$ cat src/source/load_store_unit.sv
`default_nettype none

module load_store_unit (
    input  wire logic        clk,
    input  wire logic        rst_n,
    input  wire logic        mem_start,
    input  wire logic        mem_write,
    input  wire logic [31:0] mem_addr,
    input  wire logic [31:0] mem_wdata,
    output logic [31:0]      mem_rdata,
    output logic             mem_done,
    output logic             lsu_req_valid,
    output logic             lsu_write,
    output logic [31:0]      lsu_addr,
    output logic [31:0]      lsu_wdata,
    input  wire logic        lsu_req_ready,
    input  wire logic [31:0] lsu_rdata
);

    logic xfer_done;

    assign xfer_done = lsu_req_valid && lsu_req_ready;

    always_ff @(posedge clk) begin
        if (!rst_n) begin
            lsu_req_valid <= 1'b0;
            mem_done      <= 1'b0;
        end else begin
            mem_done <= xfer_done;
            if (mem_start) begin
                lsu_req_valid <= 1'b1;
            end else if (xfer_done) begin
                lsu_req_valid <= 1'b0;
            end
        end
    end

    // Request fields, frozen until the channel accepts them
    always_ff @(posedge clk) begin
        if (mem_start) begin
            lsu_write <= mem_write;
            lsu_addr  <= mem_addr;
            lsu_wdata <= mem_wdata;
        end
    end

    // Load data, kept for the core's writeback
    always_ff @(posedge clk) begin
        if (xfer_done && !lsu_write) begin
            mem_rdata <= lsu_rdata;
        end
    end

endmodule

`default_nettype wire

$ cat config.mk
export PLATFORM = sky130hd
export DESIGN_NAME = load_store_unit
export DESIGN_NICKNAME = d
export VERILOG_FILES = /design/src/source/load_store_unit.sv
export SDC_FILE = /design/constraint.sdc
export NUM_CORES = 1
export LEC_CHECK = 0
export BUFFER_PORTS_ARGS = -buffer_cell sky130_fd_sc_hd__buf_2
export CORE_UTILIZATION = 43
export CTS_BUF_LIST = sky130_fd_sc_hd__clkbuf_4 sky130_fd_sc_hd__clkbuf_8
export DETAILED_ROUTE_END_ITERATION = 10
export PLACE_DENSITY = 0.91
export RECOVER_POWER = 25
export SLEW_MARGIN = 10
export SYNTH_ARGS = -nofsm -noshare
export SYNTH_HDL_FRONTEND = slang
export SYNTH_SLANG_ARGS = --single-unit
$ cat constraint.sdc
create_clock -name clk -period 2.3 [get_ports clk]
set_input_delay 0.23 -clock clk [delete_from_list [all_inputs] [get_ports clk]]
set_output_delay 0.23 -clock clk [all_outputs]
set_load 0.05 [all_outputs]
==> results.md <==
* Core ar. at approximately 0.0065 mm^2
* Initial Util at a little under half
* Via density at around 4.6
* Leakage at 0.001862 uW
* Clock skew at 0.005714 ns
* All-layer global routing usage at between 10% and 20%
* CP max stage cell: edfxtp_1
* Routed length per instance at approximately 16 um
* Clock net sink count at 99
* Type of the tightest min-delay check: in2reg
* Cell area after synthesis at about 0.0030 mm^2
* Die area at between 0.007 and 0.008 mm^2
* Setup bufs post-CTS at 0
* Grt total ovfl at 0
* CTS resizes at 0
* Inserted Diodes at 0
* Vias in the first global route at roughly 2000
* Die X at 85.27 um
* Critical Path Sink Type: register
* DR pass1 iterations at 4
* Cell count after synthesis at roughly 100
* Async SR Flop Fraction at 0%
* Clock Latency Late Sink at ~0.33 ns
* Final net count at roughly 420
* Synth top area share at a little over nine tenths
* Crit path arrival time at approximately 1.2 ns
* Site row count at 29
* Synthesized net count at 205
* Fmax achieved at between 0.8 and 0.9 GHz
* CP max FO at 32
* Die Y at approximately 85 um
* CTS tree: done
* Post-synthesis sequential area ratio at 99.03%
* Final setup violating endpoints at 0
* DR vias at 1816
* Max cap viols at 0
* Top-count cell post-synth: edfxtp_1
* CTS hold repair buffers at 0
* Slew headroom at 71.00%
* Layout cells sized above 1 at 67.70%
* Setup TNS at 0 ns
* Drt total wl at roughly 6500 um
* Final Hold Fails at 0
* VDD IR max at 541.6 uV
* Crit start category: register
* Ranking of synthesized cells by area: edfxtp_1, dfxtp_1, and3_2, o21a_1, nor2b_1
* Synth cell count leaders: edfxtp_1, dfxtp_1
* Avg Inst Size Synth at 28.67 um^2
* Largest net degree at the start of global routing at 37
* Period Utilization, post-route at a little over half
* Slew at the pin closest to its max-slew limit at roughly 0.44 ns
* Final Cell Area at ~0.0043 mm^2
* Synth cell types at 7
* DRT iter0 DRCs at 69
* CP cell instances: nor2_2 -> buf_4
* Req. time, crit path at 2.30 ns
* Cts bufs inserted at 9
* Root Driver: clkbuf_8
* Final Wtd Congestion at around 0.75
* Register bit total from synthesis at 99
* Power Density at around 900 mW/mm^2
* Ports at 200
* RSZ-0062 raised after global routing: no
* Synth-to-Final Area Change at 44.57%
* Clock Tree Buf Depth at 2
* Number of flops mapped to enable cells by yosys at a little under 100
* Placed inst area at 0.004099 mm^2
* First-pass GRT wire length at 9439 um
* Final Critical Period at between 1 and 1.5 ns
* CTS clk-pin slew, worst paths at ~0.090 ns
* Pins Over Slew Limit at 0
* # H-tree levels at 3
* Max incr delay on CP at 0.42 ns
* Status: completed
* Worst Hold Margin at between 0.06 and 0.07 ns
* Synthesis Warnings at 0
* IO Port Bufs at slightly below 200
* DRC errors left at 0
* Initial antenna violation count at 0
* Top FF cell, synth: edfxtp_1
* Crit Path Class: reg2reg
* Antenna viol nets, final at 0
* Yosys top cell by area: edfxtp_1
## registers in the layout, summed over array words and instances (netlist names)
register / count
lsu_write: 1
mem_done: 1
mem_rdata: 32
lsu_req_valid: 1
lsu_addr: 32
lsu_wdata: 32
## worst max-delay path, delay by kind of cell, from the launching register on
kind,cells,cell delay [ns]
simple gates,1,0.11
flops,1,0.42
buf+inv,1,0.35
## cell usage in the layout, fill, tap and decap left out
| cell | Yosys | final |
|---|---|---|
| edfxtp_1 | 97 | 97 |
| nor2_2 | 0 | 1 |
| nor2b_1 | 1 | 1 |
| bufinv_16 | 0 | 2 |
| buf_2 | 0 | 199 |
| o21a_1 | 1 | 1 |
| clkbuf_4 | 0 | 1 |
| buf_4 | 0 | 3 |
| clkinv_2 | 0 | 1 |
| clkinv_1 | 0 | 2 |
| nand2_1 | 1 | 1 |
| dfxtp_1 | 2 | 2 |
| clkinvlp_4 | 0 | 1 |
| clkbuf_8 | 0 | 9 |
| and3_2 | 1 | 1 |
## routing by layer
layer  part of all wire, %  vias up  GRT usage, %  routed length [um]
met2                    52      134         33.94                3403
met4                   1.2        0         7.273                  75
li1                      -      842             -                   -
met3                    14        8         9.922                 910
met1                    33      832         16.49                2125
met5                     0        -             0                   0
## through the flow
stage                     worst slack [ns]  utilization [%]  power, uW  std cells
after floorplan                     0.2805                -       2558        104
after global placement               1.124            62.76       2757        383
after detailed placement             1.067            62.76       2772        383
after CTS                            1.042            66.00       3912        399
after global routing                0.9933            66.00       4012        399
final                                1.066            66.00       3873        399
## logic make-up (layout without fill, tap and decap cells)
| family | after synthesis | in the layout | synth area share [%] |
|---|---|---|---|
| buffers and inverters | 0 | 218 | 0 |
| DFF | 99 | 99 | 99.03 |
| and+or+nand+nor | 4 | 4 | 0.7134 |
| AOI/OAI and AO/OA | 1 | 1 | 0.2519 |
## area by class of cell
class | instances | area, um^2
multi-input cells | 5 | 31.28
clock buffers | 10 | 131.4
flip-flops and latches | 99 | 2953
repair buffers | 202 | 1018
clock inverters | 6 | 80.08
well taps | 77 | 96.34
fillers | 460 | 2221
## power by group
group	total, uW	leakage, uW	switching, uW	internal (uW)
registers	2130	0.000944	26.1	2100
clock network	1150	0.000105	532	616
logic	600	0.000813	469	132
total	3870	0.00186	1030	2850
## path summary, 6_finish.rpt
kind	from	endpoint	slack [ns]	cells after the start
max reg2reg	lsu_write	mem_rdata[9]	1.07	2
min reg2reg	lsu_req_valid	mem_done	0.56	1
max	lsu_write	mem_rdata[9]	1.07	2
min	lsu_rdata[18]	mem_rdata[18]	0.06	1
Note: power is estimated with default switching activity, not from simulation.
