**src/source/mips_isa_pkg.sv**
```systemverilog
`default_nettype none

package mips_isa_pkg;

    // Execution starts here after every start pulse
    localparam logic [31:0] RESET_PC = 32'h0000_0000;

    // ======================================================================
    // Primary opcodes
    // ======================================================================
    localparam logic [5:0] OP_RTYPE = 6'h00;
    localparam logic [5:0] OP_ADDIU = 6'h09;
    localparam logic [5:0] OP_LW    = 6'h23;
    localparam logic [5:0] OP_SW    = 6'h2B;
    localparam logic [5:0] OP_BEQ   = 6'h04;
    localparam logic [5:0] OP_BNE   = 6'h05;
    localparam logic [5:0] OP_BLEZ  = 6'h06;

    // Function field of R-type words
    localparam logic [5:0] FN_ADDU = 6'h21;
    localparam logic [5:0] FN_SUBU = 6'h23;
    localparam logic [5:0] FN_AND  = 6'h24;
    localparam logic [5:0] FN_OR   = 6'h25;
    localparam logic [5:0] FN_SLT  = 6'h2A;
    localparam logic [5:0] FN_JR   = 6'h08;

    // Result register brought out of the core
    localparam logic [4:0] REG_V0 = 5'd2;

    typedef enum logic [2:0] {
        ALU_ADD,
        ALU_SUB,
        ALU_AND,
        ALU_OR,
        ALU_SLT
    } alu_op_e;

    // ======================================================================
    // Instruction word, seen as I-type or R-type
    // ======================================================================
    typedef struct packed {
        logic [5:0]  opcode;
        logic [4:0]  rs;
        logic [4:0]  rt;
        logic [15:0] imm;
    } itype_t;

    typedef struct packed {
        logic [5:0] opcode;
        logic [4:0] rs;
        logic [4:0] rt;
        logic [4:0] rd;
        logic [4:0] shamt;
        logic [5:0] funct;
    } rtype_t;

    typedef union packed {
        itype_t i;
        rtype_t r;
    } instr_u;

endpackage

`default_nettype wire
```
**src/source/fetch_unit.sv**
```systemverilog
`default_nettype none

module fetch_unit (
    input  wire logic                clk,
    input  wire logic                rst_n,
    input  wire logic                fetch_start,
    input  wire logic                pc_load,
    input  wire logic [31:0]         next_pc,
    output logic [31:0]              pc,
    output mips_isa_pkg::instr_u     instr,
    output logic                     instr_valid,
    output logic                     fetch_req_valid,
    input  wire logic                fetch_req_ready,
    output logic [31:0]              fetch_addr,
    input  wire logic [31:0]         fetch_rdata
);
    import mips_isa_pkg::*;

    logic fetch_done;

    assign fetch_done = fetch_req_valid && fetch_req_ready;

    // PC stays put for the whole read, so it can drive the address directly
    assign fetch_addr = pc;

    always_ff @(posedge clk) begin
        if (!rst_n) begin
            pc <= RESET_PC;
        end else if (pc_load) begin
            pc <= next_pc;
        end
    end

    // One outstanding read per fetch_start
    always_ff @(posedge clk) begin
        if (!rst_n) begin
            fetch_req_valid <= 1'b0;
            instr_valid     <= 1'b0;
        end else begin
            instr_valid <= fetch_done;
            if (fetch_start) begin
                fetch_req_valid <= 1'b1;
            end else if (fetch_done) begin
                fetch_req_valid <= 1'b0;
            end
        end
    end

    // Instruction word held until the next fetch returns
    always_ff @(posedge clk) begin
        if (fetch_done) begin
            instr <= fetch_rdata;
        end
    end

endmodule

`default_nettype wire

```
**config.mk**
```make
export PLATFORM = sky130hd
export DESIGN_NAME = fetch_unit
export DESIGN_NICKNAME = d
export VERILOG_FILES = /design/src/source/mips_isa_pkg.sv /design/src/source/fetch_unit.sv
export SDC_FILE = /design/constraint.sdc
export NUM_CORES = 1
export LEC_CHECK = 0
export BUFFER_PORTS_ARGS = -buffer_cell sky130_fd_sc_hd__buf_4
export CAP_MARGIN = 20
export CELL_PAD_IN_SITES_DETAIL_PLACEMENT = 1
export CELL_PAD_IN_SITES_GLOBAL_PLACEMENT = 1
export CORE_MARGIN = 2
export CORE_UTILIZATION = 31
export DETAILED_ROUTE_END_ITERATION = 6
export PLACE_DENSITY = 0.77
export SETUP_SLACK_MARGIN = 0.02
export SYNTH_ARGS = -nofsm -noshare
export SYNTH_HDL_FRONTEND = slang
export SYNTH_SLANG_ARGS = --single-unit
```
**constraint.sdc**
```tcl
create_clock -name clk -period 1.85 [get_ports clk]
set_clock_uncertainty 0.15 [all_clocks]
set_input_delay 0.37 -clock clk [delete_from_list [all_inputs] [get_ports clk]]
set_output_delay 0.37 -clock clk [all_outputs]
set_load 0.01 [all_outputs]
```
==> results.md <==
- Worst setup EP type: output pin
- Std cell rows: 32
- CP Launch Type: flop
- Initial antenna violation count: 0
- Vias: ~1700
- Setup TNS: 0 ns
- CP required: 1.33 ns
- Hold-critical path depth: 1
- DR WL/cell: 14.4 µm
- Post-CTS setup buffer count: 0
- Final core utilization: roughly half
- Fin crit share: around three quarters
- CORE AREA: 7810 µm²
- Met1 Use GR: 14.9%
- Clock-pin slew on the worst setup and hold paths: 0.08 ns
- Layout net count: 381
- Max incr delay on CP: 0.39 ns
- Syn nets: 242
- Mapped Area: 2510 µm²
- DP HPWL: 4540 µm
- Average cell area after synthesis: around 15 µm²
- Initial DRT Pass Iterations: 4
- # clock sinks: 66
- Global-route usage over all layers: 13.0%
- Met3 Use GR: 3.61%
- Post-route ant nets: 0
- Initial Utilization: 32.2%
- First-pass GRT wire length: 8900 µm
- I/O pins: 167
- WP depth: 1
- CTS Buf Count: 9
- Worst-case reg-to-reg path depth: 2
- R2R Setup Slk: around 0.65 ns
- Rel. slew slack: 63.5%
- Fin crit period: ~1.4 ns
- TritonCTS clock tree: built
- Pins Over Slew Limit: 0
- P&R area growth vs syn: 51.3%
- CTS Root Cell: clkbuf_8
- Clk buf depth: 2
- H-tree depth: 3
- Hold buffers post-CTS: 0
- DRC violations left: 0
- Maxcap violations: 0
- Post-Route WL: about 6000 µm
- CP max FO: 1
- Vias per cell: 4.16
- Fmax: 721 MHz
- I/O Buffers: 166
- Sequential share of the synthesized area: 65.4%
- Share of cells above drive strength 1: 57.4%
- Cells after synthesis: 173
- Die width: about 94 µm
- Gr ovfl total: 0
- Final hold viol count: 0
- Global placer's final weighted congestion: 0.627
- RSZ-0062 raised after global routing: false
- Ys Warns: 0
- Pleak: 1.77 nW
- Total die area: 8840 µm²
- Yosys cell types: 11
- Grt met2 use: 23.0%
- DRT iter0 DRCs: 28
- ANT cells: 0
- WP buf/inv: 1
- Hold Path Class: primary input to flop
- Resized Gates After CTS: 0
- Largest net degree at the start of global routing: 35
- Die Y: 94 µm
- Final Setup Violations: 0
- Slew @ Worst Pin: 0.548 ns
- Crit-path leading delay family: flip-flops
- Power density over cell area: 894 nW/µm²
- Clk Latency, worst-skew pair: approximately 0.32 ns
- Number of global-route vias before repair: 1794
- Crit path kind: flop to output pin
- Top Usage Layer GRT: met2
- Critical Path AT: 0.87 ns
- Crit-path cells: buf_4
- Critical path's slowest cell: edfxtp_1
- Yosys reg bits: 66
- VDD IR-drop max: ~330 µV
- Status: completed
## routing by layer
layer	share of wire, %	wire length [µm]
met5	0	0
met2	54	3240
met1	37	2260
met4	0.73	44
met3	8.1	487
## cell usage in the layout (no fill, tap or decap), drive strengths merged
cell type  netlist  layout
dfxtp           34      34
buf             36     167
o21a             1       1
clkinv           0       4
and2             1       1
mux2i           32      32
bufinv           0       2
nor2b           33      33
clkbuf           3       9
edfxtp          32      32
and3             1       1
clkinvlp         0       1
## power breakdown
part	switching, mW	internal, mW
clock	0.557	0.756
sequential	0.0415	1.60
combinational	0.172	0.267
## Yosys cell counts (all sizes together)
| cell | instances | area [µm²] |
|---|---|---|
| dfxtp | 34 | 681 |
| clkbuf | 3 | 11.3 |
| and3 | 1 | 6.26 |
| edfxtp | 32 | 961 |
| mux2i | 32 | 320 |
| nor2b | 33 | 206 |
| and2 | 1 | 6.26 |
| o21a | 1 | 7.51 |
| buf | 36 | 312 |
## cell type report
class,instances,area [µm²]
clock buffers,9,124
clock inverters,7,93.8
fillers,862,4010
multi-input cells,68,547
flip-flops and latches,66,1640
well taps,102,128
repair buffers,167,1270
## kinds of logic (layout without fill, tap and decap cells)
group	after synthesis	in the layout	synth area share, %
flip-flops	66	66	65.4
buffers and inverters	39	183	12.9
AND/OR/NAND/NOR	35	35	8.72
multiplexers	32	32	12.8
AO/OA/AOI/OAI	1	1	0.299
## path summary, 6_finish.rpt
kind | endpoint | startpoint
setup / recovery | instr[27] | instr[27]$_DFFE_PP_
hold / removal | instr[10]$_DFFE_PP_ | fetch_rdata[10]
setup reg to reg | instr[23]$_DFFE_PP_ | fetch_req_valid$_SDFFE_PN0P_
hold reg to reg | instr_valid$_SDFF_PN0_ | fetch_req_valid$_SDFFE_PN0P_
## stage by stage
step                      power, mW  setup WS (ns)  cell area (µm²)  std cells  hold slack, ns
after global routing           3.54          0.419             3800        419          0.0395
after global placement         2.11          0.440             3580        403           0.344
final                          3.40          0.463             3800        419          0.0647
after floorplan                1.89          0.105             2510        173           0.319
after detailed placement       2.12          0.411             3580        403           0.351
after CTS                      3.45          0.435             3800        419          0.0431
## registers in the layout (all words and copies together), names as in the netlist
name and count:
fetch_req_valid 1, instr 32, instr_valid 1, fetch_addr 32
Power figures use the tool's default switching activity.
