==> config.mk <==
export PLATFORM = sky130hd
export DESIGN_NAME = cpu_core
export DESIGN_NICKNAME = d
export VERILOG_FILES = /design/src/source/mips_isa_pkg.sv /design/src/source/cpu_core.sv
export SDC_FILE = /design/constraint.sdc
export NUM_CORES = 2
export LEC_CHECK = 0
export ABC_AREA = 1
export BUFFER_PORTS_ARGS = -buffer_cell sky130_fd_sc_hd__buf_2
export CAP_MARGIN = 40
export CORE_ASPECT_RATIO = 1.75
export CORE_MARGIN = 3
export CORE_UTILIZATION = 40
export CTS_BUF_LIST = sky130_fd_sc_hd__clkbuf_4
export DETAILED_ROUTE_END_ITERATION = 7
export RECOVER_POWER = 50
export SLEW_MARGIN = 10
export SYNTH_ARGS = -nofsm -noshare
export SYNTH_HDL_FRONTEND = slang
export SYNTH_SLANG_ARGS = --single-unit
export TNS_END_PERCENT = 50
==> constraint.sdc <==
create_clock -name clk -period 16.72 [get_ports clk]
set_input_delay 1.672 -clock clk [delete_from_list [all_inputs] [get_ports clk]]
set_output_delay 1.672 -clock clk [all_outputs]
set_load 0.1 [all_outputs]
==> src/source/mips_isa_pkg.sv <==
`default_nettype none

package mips_isa_pkg;

    // Execution starts here after every start pulse
    localparam logic [31:0] RESET_PC = 32'h0000_0000;

    // ======================================================================
    // Primary opcodes
    // ======================================================================
    localparam logic [5:0] OP_RTYPE = 6'h00;
    localparam logic [5:0] OP_ADDIU = 6'h09;
    localparam logic [5:0] OP_LW    = 6'h23;
    localparam logic [5:0] OP_SW    = 6'h2B;
    localparam logic [5:0] OP_BEQ   = 6'h04;
    localparam logic [5:0] OP_BNE   = 6'h05;
    localparam logic [5:0] OP_BLEZ  = 6'h06;

    // Function field of R-type words
    localparam logic [5:0] FN_ADDU = 6'h21;
    localparam logic [5:0] FN_SUBU = 6'h23;
    localparam logic [5:0] FN_AND  = 6'h24;
    localparam logic [5:0] FN_OR   = 6'h25;
    localparam logic [5:0] FN_SLT  = 6'h2A;
    localparam logic [5:0] FN_JR   = 6'h08;

    // Result register brought out of the core
    localparam logic [4:0] REG_V0 = 5'd2;

    typedef enum logic [2:0] {
        ALU_ADD,
        ALU_SUB,
        ALU_AND,
        ALU_OR,
        ALU_SLT
    } alu_op_e;

    // ======================================================================
    // Instruction word, seen as I-type or R-type
    // ======================================================================
    typedef struct packed {
        logic [5:0]  opcode;
        logic [4:0]  rs;
        logic [4:0]  rt;
        logic [15:0] imm;
    } itype_t;

    typedef struct packed {
        logic [5:0] opcode;
        logic [4:0] rs;
        logic [4:0] rt;
        logic [4:0] rd;
        logic [4:0] shamt;
        logic [5:0] funct;
    } rtype_t;

    typedef union packed {
        itype_t i;
        rtype_t r;
    } instr_u;

endpackage

`default_nettype wire
==> src/source/cpu_core.sv <==
`default_nettype none

module cpu_core (
    input  wire logic                 clk,
    input  wire logic                 rst_n,
    input  wire logic                 start,
    output logic                      active,
    output logic [31:0]               register_v0,
    output logic                      fetch_start,
    output logic                      pc_load,
    output logic [31:0]               next_pc,
    input  wire logic [31:0]          pc,
    input  wire mips_isa_pkg::instr_u instr,
    input  wire logic                 instr_valid,
    output logic                      mem_start,
    output logic                      mem_write,
    output logic [31:0]               mem_addr,
    output logic [31:0]               mem_wdata,
    input  wire logic [31:0]          mem_rdata,
    input  wire logic                 mem_done
);
    import mips_isa_pkg::*;

    typedef enum logic [2:0] {
        S_IDLE,
        S_FETCH,
        S_DECODE,
        S_EXECUTE,
        S_MEM,
        S_WRITEBACK
    } state_e;

    state_e      state;
    logic [31:0] regs [32];
    logic [31:0] a_q;
    logic [31:0] b_q;
    logic [31:0] alu_q;
    logic [31:0] npc_q;

    logic [5:0]  opcode;
    logic        is_rtype;
    logic        is_jr;
    logic        is_mem;
    logic        rtype_alu;
    logic        reg_we;
    logic        taken;
    logic        halt;
    logic [4:0]  dest;
    logic [31:0] imm_sext;
    logic [31:0] op_b;
    logic [31:0] alu_res;
    logic [31:0] pc_plus4;
    alu_op_e     alu_op;

    // ======================================================================
    // Decode
    // ======================================================================
    assign opcode   = instr.i.opcode;
    assign is_rtype = (opcode == OP_RTYPE);
    assign is_jr    = is_rtype && (instr.r.funct == FN_JR);
    assign is_mem   = (opcode == OP_LW) || (opcode == OP_SW);
    assign imm_sext = {{16{instr.i.imm[15]}}, instr.i.imm};
    assign dest     = is_rtype ? instr.r.rd : instr.i.rt;
    assign pc_plus4 = pc + 32'd4;

    always_comb begin
        alu_op    = ALU_ADD;
        rtype_alu = 1'b0;
        if (is_rtype) begin
            rtype_alu = 1'b1;
            case (instr.r.funct)
                FN_ADDU: alu_op = ALU_ADD;
                FN_SUBU: alu_op = ALU_SUB;
                FN_AND:  alu_op = ALU_AND;
                FN_OR:   alu_op = ALU_OR;
                FN_SLT:  alu_op = ALU_SLT;
                default: rtype_alu = 1'b0;
            endcase
        end
    end

    // ALU, I-type words use the immediate as second operand
    assign op_b = is_rtype ? b_q : imm_sext;

    always_comb begin
        case (alu_op)
            ALU_SUB: alu_res = a_q - op_b;
            ALU_AND: alu_res = a_q & op_b;
            ALU_OR:  alu_res = a_q | op_b;
            ALU_SLT: alu_res = {31'd0, $signed(a_q) < $signed(op_b)};
            default: alu_res = a_q + op_b;
        endcase
    end

    // Signed branch tests, no delay slot
    assign taken = ((opcode == OP_BEQ) && (a_q == b_q))
                || ((opcode == OP_BNE) && (a_q != b_q))
                || ((opcode == OP_BLEZ) && ($signed(a_q) <= 0));
    assign halt  = is_jr && (a_q == 32'd0);

    // ======================================================================
    // Register file
    // ======================================================================
    assign reg_we = (state == S_WRITEBACK) && (dest != 5'd0)
                 && (rtype_alu || (opcode == OP_ADDIU) || (opcode == OP_LW));

    always_ff @(posedge clk) begin
        if (reg_we) begin
            regs[dest] <= (opcode == OP_LW) ? mem_rdata : alu_q;
        end
    end

    assign register_v0 = regs[REG_V0];

    // Operand and result registers
    always_ff @(posedge clk) begin
        if (state == S_DECODE) begin
            a_q <= (instr.r.rs == 5'd0) ? 32'd0 : regs[instr.r.rs];
            b_q <= (instr.r.rt == 5'd0) ? 32'd0 : regs[instr.r.rt];
        end
        if (state == S_EXECUTE) begin
            alu_q <= alu_res;
            if (taken) begin
                npc_q <= pc_plus4 + {imm_sext[29:0], 2'b00};
            end else if (is_jr) begin
                npc_q <= a_q;
            end else begin
                npc_q <= pc_plus4;
            end
        end
    end

    // ======================================================================
    // Control FSM
    // ======================================================================
    always_ff @(posedge clk) begin
        if (!rst_n) begin
            state  <= S_IDLE;
            active <= 1'b0;
        end else begin
            case (state)
                S_IDLE: begin
                    if (start) begin
                        state  <= S_FETCH;
                        active <= 1'b1;
                    end
                end
                S_FETCH:   if (instr_valid) state <= S_DECODE;
                S_DECODE:  state <= S_EXECUTE;
                S_EXECUTE: state <= is_mem ? S_MEM : S_WRITEBACK;
                S_MEM:     if (mem_done) state <= S_WRITEBACK;
                S_WRITEBACK: begin
                    if (halt) begin
                        state  <= S_IDLE;
                        active <= 1'b0;
                    end else begin
                        state <= S_FETCH;
                    end
                end
                default: state <= S_IDLE;
            endcase
        end
    end

    // Fetch side, start reloads the reset address
    assign pc_load     = ((state == S_IDLE) && start) || (state == S_WRITEBACK);
    assign next_pc     = (state == S_IDLE) ? RESET_PC : npc_q;
    assign fetch_start = ((state == S_IDLE) && start) || ((state == S_WRITEBACK) && !halt);

    // Memory side
    assign mem_start = (state == S_EXECUTE) && is_mem;
    assign mem_write = (opcode == OP_SW);
    assign mem_addr  = alu_res;
    assign mem_wdata = b_q;

endmodule

`default_nettype wire

==> results_dict.tcl <==
set metrics [dict create \
    run_status "finished with violations" \
    violations "DRC, capacitance limit, slew limit" \
    cp_data_arrival_time_ns 7.32 \
    crit_slowest_cell "nand3_1" \
    synthTopCellsByCount "edfxtp_1, o21ai_0, nor2_1" \
    fp.dieW_um 310 \
    yosys.area.top_type_share_pct 53.3 \
    async_flop_share_pct 0 \
    firstDrtPassIters 8 \
    grt_first_pass_wirelength_um 409000 \
    port_buffers 233 \
    ys_seq_elements 1156 \
    worst_slew_pin_slew_ns 3.58 \
    numCtsBuffers 283 \
    gr-total-overflow 0 \
    cts_resized 0 \
    p_leak_nw 26.7 \
    post-route-min-period_ns 9.00 \
    setup_tns_ns 0 \
    synth_edf_count 1152 \
    maxClockFrequency_mhz 111 \
    crit_fanout 42 \
    clockBufferDepth 4 \
    num_io_pins 234 \
    syn-cell-area_um2 64800 \
    die_h_um 539 \
    routed_via_density 6.15 \
    grt_pass1_vias 58300 \
    synth_cell_types 63 \
    finalHoldViolCount 0 \
    num_rows 194 \
    post_cts_buffers 0 \
    dp.cells 9283 \
    routed_wl_um 295000 \
    layout-drive-gt1-share_pct 11.4 \
    slew_viol_final 206 \
    yosysSeqAreaShare_pct 53.5 \
    synth_most_common_cell "edfxtp_1" \
    hp-class "reg2reg" \
    skew_ns 0.125 \
    worstPathRequired_ns 15.05 \
    root_buffer "clkbuf_4" \
    die_area_um2 167000 \
    cpMostUsedCell "nand2_1" \
    crit_family "simple AND/OR/NAND/NOR gates" \
    core_region_area_um2 160000 \
    drt_iter0_drc 7722 \
    cp_cell_sequence "buf_2 > nor2_1 > nand3_1 > buf_16 > nand2_1 > buf_8 > o21ai_0 > ha_1 > nand2_1 > inv_1 > nand2_1 > nor2_1 > nand4_1 > nand4_1 > a21oi_1 > a21oi_1 > buf_2" \
    drv_cap 8 \
    startpoint_type "input pin" \
    drtAntennaViolNets 0 \
    synth_area_per_cell_um2 9.00 \
    wl_per_cell_um 30.2 \
    initial_core_util_pct 40.4 \
    track_usage_pct 34.2 \
    hpwlAfterDp_um 192000 \
    yosysTopAreaCell "edfxtp_1" \
    hold_buffers 0 \
    yosys_most_used_dff "edfxtp_1" \
    nNetsFinal 7644 \
    gp_congestion 1.05 \
    max-slew-margin-rel_pct -139 \
    clk_pin_slew_ns 0.06 \
    cts_sinks 1156 \
    syn_to_final_growth_pct 10.2 \
    setup_viol 0 \
    yosys_warnings 0 \
    clk_latency_ns 1.15 \
    yosys-top-cells-area "edfxtp_1, o21ai_0, nor2_1" \
    antenna_found_initial 26 \
    whs_ns 0.494 \
    cts_tree "yes" \
    cts-htree-levels 5 \
    route.detailed.drc 4 \
    crit_type "in2out" \
    final_cells 9783 \
    grt_max_degree 182 \
    fill_cells 15600 \
    min_period_over_period_pct 53.8 \
    vdd_drop_max_mv 0.0436 \
    p_per_area_nw_per_um2 99.2 \
    synth_cells 7205 \
    cp_slowest_stage_delay_ns 0.68 \
    rsz0062_at_grt "no" \
    num_vias 60200 \
    crit_buf_inv 5 \
    end_kind "output pin" \
]
per-stage QoR:
step	worst slack [ns]	power [W]	utilization (%)	instance area, µm²
final	7.72	0.00709	44.5	71400
after global routing	7.49	0.00734	44.5	71400
after CTS	8.47	0.00709	44.6	71500
after detailed placement	8.47	0.00482	42.5	68200
after global placement	7.62	0.00481	42.2	67700
after floorplan	9.58	0.00432	-	65000
cell families after synthesis:
family                   share of synthesized area (%)
AO/OA/AOI/OAI                                     18.7
multiplexers                                     0.834
adder cells (fa/ha/maj)                           2.54
flip-flops                                        53.5
XOR/XNOR                                         0.783
buffers and inverters                             6.88
AND/OR/NAND/NOR                                   16.8
other                                          0.00578
layer usage:
layer	track usage [%]	wire length [µm]
met5	0	74
met4	30.1	30200
met3	6.60	28500
met2	55.4	138000
met1	38.1	98500
flip-flops by register name, summed over array words and instances, names as in the netlist:
| register | flops |
|---|---|
| mem_wdata | 32 |
| regs | 1024 |
| state | 3 |
| a_q | 32 |
| npc_q | 32 |
| alu_q | 32 |
| active | 1 |
report_power, final:
group	internal [W]	switching (W)
registers	0.00324	0.0000562
logic	0.000302	0.00118
clock network	0.00110	0.00120
placed cells by master (no fill, tap or decap), types with 61 or more instances in the layout:
| master | instances |
|---|---|
| buf_2 | 226 |
| nand3_1 | 375 |
| nand4_1 | 75 |
| nand2_1 | 1016 |
| edfxtp_1 | 1152 |
| a21oi_1 | 414 |
| clkinv_1 | 61 |
| o211ai_1 | 170 |
| ha_1 | 127 |
| clkbuf_4 | 370 |
| nor2_1 | 1017 |
| o221ai_1 | 155 |
| inv_1 | 556 |
| o22ai_1 | 132 |
| buf_4 | 103 |
| o21ai_0 | 1118 |
path summary, 6_finish.rpt:
path / cells past startpoint / slack, ns / endpoint / from
worst max-delay path: 17 / 7.72 / mem_addr[19] / instr[31]
worst min-delay path: 2 / 0.49 / active$_SDFFE_PN0P_ / active$_SDFFE_PN0P_
worst max register to register: 6 / 11.05 / regs[10][11]$_DFFE_PP_ / state[2]$_SDFFE_PN0P_
worst min register to register: 2 / 0.49 / active$_SDFFE_PN0P_ / active$_SDFFE_PN0P_
worst reg2reg max path, cell delays in order (launching register included):
cell	delay, ns
dfxtp_1	0.51
nand3_1	0.25
a21oi_1	0.73
nand3_1	0.81
nor2_1	0.92
clkbuf_1	1.32
buf_4	0.71
final cells by class:
cell class / count / area, µm² / area share (%)
inverter: 572 / 2180 / 3.05
tap: 2156 / 2700 / 3.78
sequential: 1156 / 34700 / 48.5
multi-input combinational: 5035 / 26000 / 36.4
clock inverter: 104 / 556 / 0.778
clock buffer: 370 / 2780 / 3.89
timing repair buffer: 365 / 2490 / 3.49
antenna: 25 / 62.6 / 0.0876
Power figures use the tool's default switching activity.
