## src/source/avalon_pkg.sv

```systemverilog
`default_nettype none

package avalon_pkg;

    // Bus widths of the shared master port
    localparam int ADDR_WIDTH = 32;
    localparam int DATA_WIDTH = 32;
    localparam int BE_WIDTH   = DATA_WIDTH / 8;

    // Only whole words are moved
    localparam logic [BE_WIDTH-1:0] BYTE_ALL = '1;

    // Current owner of the bus
    typedef enum logic {
        GRANT_FETCH = 1'b0,
        GRANT_LSU   = 1'b1
    } grant_e;

endpackage

`default_nettype wire

```

## src/source/avalon_arbiter.sv

```systemverilog
`default_nettype none

module avalon_arbiter (
    input  wire logic                              clk,
    input  wire logic                              rst_n,
    input  wire logic                              fetch_req_valid,
    output logic                                   fetch_req_ready,
    input  wire logic [31:0]                       fetch_addr,
    output logic [31:0]                            fetch_rdata,
    input  wire logic                              lsu_req_valid,
    output logic                                   lsu_req_ready,
    input  wire logic                              lsu_write,
    input  wire logic [31:0]                       lsu_addr,
    input  wire logic [31:0]                       lsu_wdata,
    output logic [31:0]                            lsu_rdata,
    output logic [avalon_pkg::ADDR_WIDTH-1:0]      address,
    output logic                                   read,
    output logic                                   write,
    output logic [avalon_pkg::DATA_WIDTH-1:0]      writedata,
    output logic [avalon_pkg::BE_WIDTH-1:0]        byteenable,
    input  wire logic                              waitrequest,
    input  wire logic [avalon_pkg::DATA_WIDTH-1:0] readdata
);
    import avalon_pkg::*;

    logic   busy_q;
    grant_e grant_q;
    grant_e last_q;
    grant_e grant_d;
    logic   lsu_owns;
    logic   fetch_owns;

    // Round robin, the requester that lost last time wins a tie
    always_comb begin
        grant_d = grant_q;
        if (fetch_req_valid && lsu_req_valid) begin
            grant_d = (last_q == GRANT_FETCH) ? GRANT_LSU : GRANT_FETCH;
        end else if (lsu_req_valid) begin
            grant_d = GRANT_LSU;
        end else if (fetch_req_valid) begin
            grant_d = GRANT_FETCH;
        end
    end

    // Grant locked from issue until waitrequest drops
    always_ff @(posedge clk) begin
        if (!rst_n) begin
            busy_q  <= 1'b0;
            grant_q <= GRANT_FETCH;
            last_q  <= GRANT_LSU;
        end else if (!busy_q) begin
            if (fetch_req_valid || lsu_req_valid) begin
                busy_q  <= 1'b1;
                grant_q <= grant_d;
            end
        end else if (!waitrequest) begin
            busy_q <= 1'b0;
            last_q <= grant_q;
        end
    end

    assign lsu_owns   = busy_q && (grant_q == GRANT_LSU);
    assign fetch_owns = busy_q && (grant_q == GRANT_FETCH);

    // Avalon master side
    assign read       = fetch_owns || (lsu_owns && !lsu_write);
    assign write      = lsu_owns && lsu_write;
    assign address    = lsu_owns ? lsu_addr : fetch_addr;
    assign writedata  = lsu_wdata;
    assign byteenable = BYTE_ALL;

    // Completion goes back only to the owner
    assign fetch_req_ready = fetch_owns && !waitrequest;
    assign lsu_req_ready   = lsu_owns && !waitrequest;
    assign fetch_rdata     = readdata;
    assign lsu_rdata       = readdata;

endmodule

`default_nettype wire

```

## config.mk

```make
export PLATFORM = sky130hd
export DESIGN_NAME = avalon_arbiter
export DESIGN_NICKNAME = d
export VERILOG_FILES = /design/src/source/avalon_pkg.sv /design/src/source/avalon_arbiter.sv
export SDC_FILE = /design/constraint.sdc
export NUM_CORES = 1
export LEC_CHECK = 0
export BUFFER_PORTS_ARGS = -buffer_cell sky130_fd_sc_hd__buf_2
export CORE_AREA = 2 2 105 107
export CTS_BUF_LIST = sky130_fd_sc_hd__clkbuf_4 sky130_fd_sc_hd__clkbuf_8
export DETAILED_ROUTE_END_ITERATION = 6
export DIE_AREA = 0 0 107 109
export PLACE_DENSITY = 0.51
export SLEW_MARGIN = 20
export SYNTH_ARGS = -nofsm -noshare
export SYNTH_HDL_FRONTEND = slang
export SYNTH_SLANG_ARGS = --single-unit
```

## constraint.sdc

```tcl
create_clock -name clk -period 1.5 [get_ports clk]
set_clock_uncertainty 0.2 [all_clocks]
set_input_delay 0.075 -clock clk [delete_from_list [all_inputs] [get_ports clk]]
set_output_delay 0.075 -clock clk [all_outputs]
set_load 0.03 [all_outputs]
```

==> results of run 1 <==
through the flow:
stage / total power [W] / cell area, µm² / hold WS [ns] / std cells
floorplan: 0.000864 / 1420 / -0.0378 / 156
global placement: 0.000536 / 1370 / -0.0498 / 302
detailed placement: 0.000542 / 1370 / -0.0498 / 302
CTS: 0.00131 / 2300 / 0.0388 / 375
global route: 0.00139 / 2390 / 0.0557 / 378
finish: 0.00133 / 2390 / 0.0446 / 378
layout make-up:
type                            count  area, µm²
Tap cell                          140        175
Timing Repair Buffer              181       1500
Fill cell                        1136       8210
Clock buffer                        4       48.8
Inverter                            1       3.75
Multi-Input combinational cell     49        597
Sequential cell                     3       65.1
cells by family (layout without fill, tap and decap cells):
group | after synthesis | count (layout) | share of synthesized area [%]
AOI/OAI and AO/OA | 4 | 4 | 2.14
and+or+nand+nor | 9 | 9 | 3.57
other | 1 | 4 | 0.268
buffers and inverters | 104 | 186 | 56.2
DFF | 3 | 3 | 4.29
muxes | 32 | 32 | 33.5
final timing paths:
kind               startpoint     endpoint  slack, ns  cells past startpoint
hold / removal    waitrequest       last_q       0.04                      3
hold reg to reg        last_q       last_q       0.27                      2
setup / recovery      grant_q  address[21]      -0.10                      4
setup reg to reg       busy_q       last_q       0.19                      5
repair_timing:
| item | CTS | global route |
|---|---|---|
| gates resized for setup | 56 | 8 |
| cloned | 1 | 2 |
| pin swaps | 0 | 1 |
| hold endpoints to repair | 99 | 0 |
| endpoints found under the setup margin | 32 | 34 |
| setup buffers | 1 | 1 |
| hold buffers | 67 | 0 |
critical path, stage by stage, from the launching register on:
cell                        delay, ns
sky130_fd_sc_hd__dfxtp_2         0.37
sky130_fd_sc_hd__nand2_8         0.11
sky130_fd_sc_hd__clkbuf_16       0.17
sky130_fd_sc_hd__mux2_4          0.29
sky130_fd_sc_hd__buf_2           0.17
layer usage:
metal  vias to the layer above  wire length (µm)  track usage (%)
li1                        562                 -                -
met1                       549              1280             5.25
met4                         0                37             1.67
met5                         -                 0                0
met3                         4               422            0.717
met2                       142              2690             13.1
flip-flops by register name (all words and copies together), names as in the netlist:
| name | count |
|---|---|
| busy_q | 1 |
| last_q | 1 |
| grant_q | 1 |
cells in the final DEF (no fill, tap or decap):
cell type and n:
sky130_fd_sc_hd__o21ai_0 1, sky130_fd_sc_hd__dfxtp_2 1, sky130_fd_sc_hd__buf_2 80, sky130_fd_sc_hd__o311a_1 1, sky130_fd_sc_hd__dlygate4sd3_1 67, sky130_fd_sc_hd__buf_4 4
sky130_fd_sc_hd__clkbuf_8 3, sky130_fd_sc_hd__clkbuf_16 2, sky130_fd_sc_hd__nor2_1 1, sky130_fd_sc_hd__or2b_1 1, sky130_fd_sc_hd__and3_1 1, sky130_fd_sc_hd__inv_1 1
sky130_fd_sc_hd__nand2_1 2, sky130_fd_sc_hd__dfxtp_1 1, sky130_fd_sc_hd__nand2_8 1, sky130_fd_sc_hd__a21boi_0 2, sky130_fd_sc_hd__buf_12 2, sky130_fd_sc_hd__buf_16 1
sky130_fd_sc_hd__clkbuf_4 1, sky130_fd_sc_hd__conb_1 4, sky130_fd_sc_hd__nand3b_1 2, sky130_fd_sc_hd__mux2_4 32, sky130_fd_sc_hd__nor2_4 1, sky130_fd_sc_hd__buf_6 25
sky130_fd_sc_hd__dfxtp_4 1
power by group through the flow:
stage	clock, W	sequential, W	combinational (W)
2_1_floorplan	0	0.0000927	0.000771
3_3_place_gp	0	0.0000907	0.000445
3_5_place_dp	0	0.0000910	0.000451
4_1_cts	0.000252	0.0000923	0.000969
5_1_grt	0.000260	0.0000958	0.00103
6_report	0.000248	0.0000952	0.000989
==> impl_summary.md, run 1 <==
Cells and area
The count of antenna diodes in the layout is 0. The final core utilization is 22.5%. In the final layout, the share of cells above drive strength 1 is 64.7%. Relative to the synthesized area, the layout overhead comes to 70.5%. The net count of the finished layout is roughly 370.

Setup path
The data required time of the critical path is 1.22 ns. The critical path start-end classification is flip-flop to output port. The arrival time at the worst endpoint is between 1 and 1.5 ns. The worst-path maximum fanout is 5.

The worst setup path is launched from a flip-flop. The kind of end point of the critical path is an output port.

Synthesis
After technology mapping, the gate count stands at 153. Summing every instance area after synthesis gives between 1000 and 1500 µm². The sequential element share of the synthesized area is about 4.3%. The largest area contributor in the netlist is sky130_fd_sc_hd__buf_4.

Yosys mapped a number of flops with a built-in enable equal to 0. Ranked by total cell area, the synthesized netlist is headed by sky130_fd_sc_hd__buf_4 54%, sky130_fd_sc_hd__mux2_4 31%, sky130_fd_sc_hd__dfxtp_1 4.3%, sky130_fd_sc_hd__buf_6 2.4%, sky130_fd_sc_hd__mux2_2 2.4%. By instance count, the leading cell after synthesis is sky130_fd_sc_hd__buf_4. The netlist uses 16 different library cells. Counting flops with an async set or reset pin after synthesis yields a share of 0%.

The count of warnings emitted by yosys is 0. The share of synthesized area in the top cell type comes to a little over half. After synthesis, the most frequently instantiated cells are 100 x sky130_fd_sc_hd__buf_4, 29 x sky130_fd_sc_hd__mux2_4, 3 x sky130_fd_sc_hd__buf_6, 3 x sky130_fd_sc_hd__dfxtp_1, 3 x sky130_fd_sc_hd__mux2_2. In the synthesized netlist the dominant register cell turns out to be sky130_fd_sc_hd__dfxtp_1. The mean cell area of the mapped netlist is approximately 9 µm². Counting flops and latches in the post-synthesis netlist gives 3.

Flow run
Across the run, the number of max-cap violations was 0.

Routing
For this block, the initial DRC count from the detailed router was 34. The first TritonRoute pass finished after 4 iterations. For this run, design rule violations remaining after detail routing come to 0.

After detailed routing, the number of vias per cell comes to ~3.3. The number of vias after detailed routing is 1257. The total detailed-routing wirelength is between 4 and 5 mm. The number of antenna-violating nets in the routed design is 0. The average wire per cell in the routed design is 11.7 µm.

Timing
The worst path in the final design needs a cycle of ~1.6 ns, including I/O delays and setup. The highest achievable clock rate is about 620 MHz. The total count of max-transition violations in the final report is 0. The transition time at the pin with the least slew margin is 0.619 ns.

The final cycle utilization of the critical path is 107%. The total count of hold-check failures in the final report came to 0. The summed negative setup slack over all endpoints is -2.81 ns. In this run the tightest slew margin relative to its limit is between 50 and 60%. Across all setup checks in the final design, the least slack found is -0.101 ns. Setup repair after global routing could not meet its margin everywhere.

The count of endpoints failing setup in the final report is 33.

Placed design
The placer congestion estimate is 0.711. Detailed placement finished with a half-perimeter wire length of between 2 and 3 mm. The count of buffers inserted at the top-level ports is ~110. Timing analysis after detailed placement gives a worst setup slack of ~0.072 ns.

Global routing
The number of antenna violations at the first check in global routing came to 0. The first-pass GRT wire length is around 5.3 mm. The residual overflow from global routing is 0.

Entering global routing, the biggest net connects 13 pins. Global routing consumed, over all layers together, under 10% of the routing resources. The number of global-route vias before repair came to 1147.

Power
Net switching is 48.3% of the power. The analysis attributes to cell leakage a power of roughly 1.2 nW. Internal power comes to 0.000689 W. In this run, the clock network consumes between 10% and 20% of the power. Combinational logic is responsible for roughly three quarters of the overall power. The power share of the sequential group is between 7 and 8%. The total power per unit cell area is between 500 and 600 nW/µm². IR analysis of the VDD net gives a maximum drop of between 0.2 and 0.25 mV. The net switching power figure is 0.000643 W.

Clock tree
The clock tree from TritonCTS is done. The clock tree root buffer cell is sky130_fd_sc_hd__clkbuf_8. The clock-pin slew on the worst setup and hold paths is approximately 0.030 ns.

At the later pin of the worst-skew pair, clock insertion delay measures around 0.21 ns. The number of CTS-inserted buffers is 3. In this run the number of H-tree levels came out at 1.

The longest clock path from root to sink contains 2 buffers. For this design, the sink count on the clock tree is 3.

Run status
The run finished, with violations left. The checks that failed: negative setup slack.

Floorplanning
From bottom edge to top edge, the die measures approximately 110 µm. For this design the top-level I/O count stands at 270. The floorplan has 38 rows. The core area is about 11000 µm².

The die outline area is 11700 µm². Once the floorplan was initialized, standard cells occupied around an eighth of the core. In this run the horizontal extent of the chip is ~110 µm.

Worst hold path
The worst hold path belongs to the class input port to flip-flop.
(Power assumes the default switching activity.)
==> run 2, diff against run 1 <==
- ABC_AREA: unset -> 1
- CORE_AREA: 2 2 105 107 -> 2 2 103 105
- DIE_AREA: 0 0 107 109 -> 0 0 105 107
- PLACE_DENSITY: 0.51 -> 0.52
==> impl_summary.md, run 2 <==
Timing
The minimum clock period after layout is 1.49 ns (-0.112 ns). The total count of hold-check failures in the final report came to 0 (unchanged). The total count of max-transition violations in the final report was 0 (unchanged).

The highest achievable clock rate is 672 MHz (+7.5%). The count of endpoints failing setup in the final report came to 0 (-100%). Setup repair after global routing could not meet its margin everywhere. The headroom to the max-slew limit is 57.1% (-1.6 points).

The summed negative setup slack over all endpoints was 0 ns (+2.81 ns). The final cycle utilization of the critical path is 99.3% (-7.5 points). The transition time at the pin with the least slew margin came to 0.642 ns (+0.0232 ns).

Floorplanning
The x dimension of the die is 105 µm (-1.9%). The die outline area is 11200 µm² (-3.7%). The core area is 10100 µm² (-4.8%). The cell row count is 37 (-2.6%).

The die height is 107 µm (-1.8%). The initial core utilization is 14.0% (+0.74 points). The I/O pin count came to 270 (unchanged).

Cells and area
The sequential cell area came to 67.6 µm² (+3.8%). The count of antenna diodes in the layout came to 0 (unchanged). The final layout net count was 451 (+21%).

Compared with the post-synthesis result, the final layout area differs by 77.9%. The area of combinational cells with multiple inputs came to 607 µm² (+1.7%). In the final layout, the registers with the most flip-flops are busy_q (1), grant_q (1), last_q (1). The library cells used most frequently in the layout, excluding fill and tap cells, are 70 x sky130_fd_sc_hd__buf_2, 67 x sky130_fd_sc_hd__dlygate4sd3_1, 64 x sky130_fd_sc_hd__nand2_1. The final core utilization is 24.8% (+2.3 points). The cell area after layout is 2510 µm² (+4.9%). The fraction of final layout cells with drive strength greater than 1 came to 44.9% (-20 points).

The layout filler cell count is 1112 (-2.1%). The commonest non-fill, non-tap cell in the layout is sky130_fd_sc_hd__buf_2.

Power
The power share of the sequential group was 6.5% (-0.6 points). The total power per unit cell area is 589 nW/µm² (+5.7%). The static leakage is 1.27 nW (+2.3%).

The net switching fraction of the power is 51.6% (+3.4 points). The part of the power in combinational logic was 76.5% (+2.3 points). The net switching power figure is 0.000762 W (+19%).

The fraction of power consumed by the clock network was 16.9% (-1.7 points). The worst supply voltage drop on vdd is 0.569 mV (+170%). The power consumption is 0.00148 W (+11%). The internal portion of total power is 0.000714 W (+3.6%).

Synthesis
The number of distinct library cells after synthesis is 11 (-5). The synthesized area came to 1410 µm² (+0.54%). The synthesized instance count is 231 (+51%). The mean cell area of the mapped netlist is 6.10 µm² (-33%). Ranked by instance count, the synthesized netlist is headed by 108 x sky130_fd_sc_hd__buf_4, 70 x sky130_fd_sc_hd__nand2_1, 34 x sky130_fd_sc_hd__nand3_1. In the post-synthesis netlist, the cell with the most instances is sky130_fd_sc_hd__buf_4. The post-synthesis sequential element count is 3 (unchanged). The area share of the largest cell type after synthesis was 57.5% (+4.0 points). The sequential element share of the synthesized area was 4.26% (-0.023 points).

Ranked by total cell area, the synthesized netlist is headed by sky130_fd_sc_hd__buf_4 58%, sky130_fd_sc_hd__nand2_1 19%, sky130_fd_sc_hd__nand3_1 12%, sky130_fd_sc_hd__dfxtp_1 4.3%, sky130_fd_sc_hd__buf_6 2.4%. The number of enable flip-flop cells after synthesis is 0 (unchanged). The share of flip-flops with an asynchronous set or reset after synthesis was 0% (unchanged).

The dominant synthesized flop cell is sky130_fd_sc_hd__dfxtp_1. The largest area contributor in the netlist is sky130_fd_sc_hd__buf_4. The count of warnings emitted by yosys is 0 (unchanged).

Routing
The via count normalized by instance count is 3.87 (+16%). The number of antenna-violating nets in the routed design is 0 (unchanged). The average wire per cell in the routed design came to 14.4 µm (+23%). The number of vias after detailed routing is 1750 (+39%). The first-pass iteration count of the detailed router is 4 (unchanged). The violation count after the first detailed-route iteration is 49 (+44%). The total detailed-routing wirelength is 6.53 mm (+47%). The final routed DRC violation total is 0 (unchanged).

Global routing
The number of antenna violations at the first check in global routing is 0 (unchanged). The number of global-route vias before repair is 1620 (+41%). The aggregate global-route resource usage is 9.72% (+3.9 points). The residual overflow from global routing is 0 (unchanged). The pin count of the biggest net entering global routing is 18 (+5). The first-pass GRT wire length is 8.48 mm (+60%).

Clock tree
The worst-case clock buffer depth is 2 (unchanged). The number of CTS-inserted buffers came to 3 (unchanged). The clock tree root buffer cell is sky130_fd_sc_hd__clkbuf_8. The clock tree from TritonCTS is done.

The clock-pin slew on the worst setup and hold paths is 0.03 ns (about the same). The clock sink count came to 3 (unchanged). The maximum level of the CTS H-tree is 1 (unchanged). The clock latency reported for the late side of the worst-skew pair was 0.21 ns (about the same).

Setup path
The data required time of the critical path was 1.22 ns (about the same). The kind of end point of the critical path is an output port. The arrival time at the worst endpoint is 1.21 ns (-0.12 ns).

The reg-to-reg setup timing slack came to 0.17 ns (-0.02 ns). The worst-path maximum fanout is 8 (+3). The critical path is of the flip-flop to output port type. The startpoint type of the worst setup path is a flip-flop.

Placed design
The placer congestion estimate is 0.659 (-7.3%). The HPWL reported at the end of detailed placement is 3.26 mm (+27%). The standard cell area after detailed placement is 1330 µm² (-3.5%). The count of buffers inserted at the top-level ports is 105 (unchanged).

Run status
The run finished with clean final reports.

Flow run
The max-capacitance violation count is 0 (unchanged).

Worst hold path
The path class of the tightest hold or removal check is input port to flip-flop.
==> run 2: cells by family (layout without fill, tap and decap cells) <==
family	Yosys count	after routing	share of synthesized area, %
flops	3	3	4.26
buf+inv	115	194	61.0
other cells	1	4	0.266
simple gates	109	112	33.4
compound gates	3	3	1.07
==> run 2: per-layer routing <==
metal,GRT usage [%],vias up,wire length [µm]
li1,-,789,-
met1,10.6,789,2300
met2,20.0,161,3600
met3,1.40,11,556
met4,1.33,0,81
met5,0,-,0
==> run 2: path summary, 6_finish.rpt <==
kind / start / end / depth (start not counted)
setup / recovery: busy_q / fetch_req_ready / 4
hold / removal: waitrequest / busy_q / 5
hold reg to reg: last_q / last_q / 2
setup reg to reg: busy_q / last_q / 4
==> run 2: cell type report <==
cell class	instances	area share (%)
Clock buffer	4	1.95
Inverter	4	0.599
Timing Repair Buffer	186	63.8
Sequential cell	3	2.70
Tap cell	136	6.79
Multi-Input combinational cell	119	24.2
==> run 2: through the flow <==
step           hold WS (ns)  setup slack (ns)  std cells
6_report             0.0406            0.0110        452
5_1_grt              0.0983           -0.0786        452
4_1_cts              0.0115          -0.00307        450
3_5_place_dp        -0.0498            0.0721        368
3_3_place_gp        -0.0498             0.115        368
2_1_floorplan       -0.0561             0.134        234
==> run 2: worst max-delay path: stages (launching register included) <==
cell                        delay [ns]
sky130_fd_sc_hd__dfxtp_4          0.37
sky130_fd_sc_hd__bufbuf_16        0.28
sky130_fd_sc_hd__nand2_1          0.09
sky130_fd_sc_hd__nor2_1           0.09
sky130_fd_sc_hd__buf_4            0.16
==> run 2: what timing repair did <==
item / 4_1_cts / 5_1_grt
gates cloned: 6 / 1
hold endpoints to repair: 99 / 0
setup endpoints to repair: 34 / 35
hold buffers: 67 / 0
setup buffers: 5 / 1
gates resized for setup: 33 / 47
pin swaps: 1 / 7
==> run 2: power groups by stage <==
stage	registers [W]	logic [W]	clock network, W
global placement	0.0000920	0.000477	0
floorplan	0.0000890	0.000788	0
global route	0.0000982	0.00119	0.000269
detailed placement	0.0000924	0.000483	0
CTS	0.0000966	0.00107	0.000258
finish	0.0000962	0.00113	0.000250
==> run 3, diff against run 2 <==
- GPL_ROUTABILITY_DRIVEN: unset -> 0
- PLACE_DENSITY: 0.52 -> 0.6
==> impl_summary.md, run 3 (same netlist as run 2, synthesis figures left out) <==
Floorplanning
The die outline area was 11200 µm² (unchanged). The x dimension of the die is 105 µm (unchanged). The die height came to 107 µm (unchanged). The core area came to 10100 µm² (unchanged).

The I/O pin count is 270 (unchanged). The initial core utilization is 14.0% (unchanged). The cell row count is 37 (unchanged).

Global routing
The number of antenna violations at the first check in global routing is 1 (+1). The number of global-route vias before repair is 1574 (-2.8%). The pin count of the biggest net entering global routing is 36 (+18). The first-pass GRT wire length is 7.51 mm (-11%). The aggregate global-route resource usage is 8.40% (-1.3 points). The residual overflow from global routing is 0 (unchanged).

Cells and area
The final layout net count is 453 (+0.44%). The area of combinational cells with multiple inputs is 558 µm² (-8.0%). Leaving out fill and tap cells, the most frequent cell in the layout is sky130_fd_sc_hd__buf_2. The library cells used most frequently in the layout, excluding fill and tap cells, are 73 x sky130_fd_sc_hd__buf_2, 69 x sky130_fd_sc_hd__nand2_1, 68 x sky130_fd_sc_hd__dlygate4sd3_1. The fraction of final layout cells with drive strength greater than 1 is 41.8% (-3.1 points). The cell area after layout was 2450 µm² (-2.1%). The sequential cell area is 67.6 µm² (unchanged). The layout overhead on the synthesized area is 74.2%. The final core utilization was 24.3% (-0.52 points). The final standard cell count with taps included and fillers excluded is 455 (+0.66%). The largest registers in the layout are busy_q (1), grant_q (1), last_q (1). The layout filler cell count is 1095 (-1.5%).

Routing
The via count normalized by instance count is 3.85 (-0.49%). The total detailed-routing wirelength is 7.47 mm (+14%). The final routed DRC violation total is 0 (unchanged).

The average wire per cell in the routed design is 16.4 µm (+14%). The first-pass iteration count of the detailed router is 4 (unchanged). The number of antenna-violating nets in the routed design is 0 (unchanged).

The number of vias after detailed routing is 1753 (+0.17%). The violation count after the first detailed-route iteration is 99 (+100%).

Timing
The final cycle utilization of the critical path is 103% (+3.3 points). The count of endpoints failing setup in the final report is 2 (+2). The transition time at the pin with the least slew margin is 0.630 ns (-0.0120 ns).

The total count of hold-check failures in the final report was 0 (unchanged). Setup repair after global routing could not meet its margin everywhere. The tightest hold margin is 0.258 ns (+0.217 ns).

The total count of max-transition violations in the final report is 0 (unchanged). The least setup slack across all paths after layout is -0.0378 ns (-0.0488 ns). The highest achievable clock rate came to 650 MHz (-3.2%). The headroom to the max-slew limit was 57.9% (+0.80 points).

The minimum clock period after layout is 1.54 ns (+0.0488 ns).

Placed design
The HPWL reported at the end of detailed placement is 3.47 mm (+6.4%). The count of buffers inserted at the top-level ports is 105 (unchanged). The standard cell area after detailed placement came to 1330 µm² (about the same).

The number of placed cells counting well taps is 368 (unchanged).

Setup path
The worst setup path is of the flip-flop to output port kind. The reg-to-reg setup timing slack is 0.26 ns (+0.09 ns). In this run the critical register-to-register path is captured at last_q. The kind of end point of the critical path is an output port. The startpoint type of the worst setup path is a flip-flop. The number of cell instances on the worst register-to-register path was 5 (+1). The arrival time at the worst endpoint is 1.26 ns (+0.05 ns). The worst-path maximum fanout came to 8 (unchanged). The start of the worst register-to-register path is busy_q. The data required time of the critical path is 1.22 ns (about the same).

Clock tree
The maximum level of the CTS H-tree is 1 (unchanged). The number of CTS-inserted buffers is 3 (unchanged). The clock sink count is 3 (unchanged). The clock tree root buffer cell is sky130_fd_sc_hd__clkbuf_8. TritonCTS built the clock tree. The worst-case clock buffer depth came to 2 (unchanged). The clock latency reported for the late side of the worst-skew pair is 0.21 ns (about the same). The clock-pin slew on the worst setup and hold paths is 0.03 ns (about the same).

Flow run
The max-capacitance violation count came to 0 (unchanged).

Worst hold path
The number of instances on the worst hold path is 4 (-1). The path with the worst hold slack has its endpoint at address[8]. The launch point of the worst hold path is fetch_addr[8]. The type of the worst min-delay path is input port to output port.

Run status
The checks that failed: negative setup slack. The run finished, with violations left.

Power
The worst supply voltage drop on vdd is 0.399 mV (-30%). The power consumption was 0.00147 W (-0.13%). The total power per unit cell area is 601 nW/µm² (+2.0%). The static leakage was 1.27 nW (about the same).
[run 3: cell count changes in the layout (fill, tap and decap cells not counted), moves of 3 or more]
cell,change
sky130_fd_sc_hd__nand2_1,+5
sky130_fd_sc_hd__bufbuf_16,-3
sky130_fd_sc_hd__clkbuf_16,+5
sky130_fd_sc_hd__buf_4,+4
sky130_fd_sc_hd__nand2_2,-5
sky130_fd_sc_hd__buf_6,-13
sky130_fd_sc_hd__nand3_2,-4
sky130_fd_sc_hd__nand3_1,+4
sky130_fd_sc_hd__buf_2,+3
[run 3: stage by stage]
step	TNS [ns]	setup slack, ns
floorplan	0	0.134
finish	-0.0412	-0.0378
CTS	0	0.00488
global placement	0	0.116
detailed placement	0	0.0876
global route	-0.225	-0.0724
[run 3: how the worst max path moves through the flow]
stage	cells after the start	startpoint	slack, ns	end
6_report	5	grant_q	-0.04	address[4]
5_1_grt	5	grant_q	-0.07	address[4]
4_1_cts	4	busy_q	0.005	address[5]
3_5_place_dp	4	grant_q	0.09	address[5]
3_3_place_gp	4	grant_q	0.12	address[5]
2_1_floorplan	3	grant_q	0.13	read
[run 3: layer usage]
metal	track usage [%]	wire (µm)	vias to the layer above	part of all wire, %
li1	-	-	792	-
met1	7.04	2540	795	34
met2	17.8	4160	156	56
met3	2.01	671	10	9.0
met4	4.29	94	0	1.3
met5	0	0	-	0
[run 3: critical path: stages (launching register included)]
cell,delay (ns)
sky130_fd_sc_hd__dfxtp_4,0.34
sky130_fd_sc_hd__buf_12,0.15
sky130_fd_sc_hd__clkbuf_16,0.18
sky130_fd_sc_hd__nand3_1,0.10
sky130_fd_sc_hd__nand2_1,0.11
sky130_fd_sc_hd__buf_4,0.16
[run 3: repair_timing]
| item | 4_1_cts | 5_1_grt |
|---|---|---|
| cloned | 0 | 10 |
| hold buffers | 68 | 0 |
| setup buffers | 0 | 4 |
| gates resized for setup | 3 | 73 |
| setup endpoints to repair | 34 | 21 |
| pin swaps | 0 | 5 |
| endpoints found under the hold margin | 99 | 0 |
[run 3: where the power goes]
group	leakage, nW	total, W	internal [W]	switching (W)
combinational	1.22	0.00113	0.000416	0.000716
sequential	0.0261	0.0000928	0.0000862	0.00000664
clock	0.0262	0.000250	0.000199	0.0000506
[run 3: final cells by class]
type                            instances  area share [%]
Timing Repair Buffer                  188            64.9
Tap cell                              136            6.94
Clock buffer                            4            1.99
Antenna cell                            1           0.102
Multi-Input combinational cell        119            22.7
Sequential cell                         3            2.75
Inverter                                4           0.612
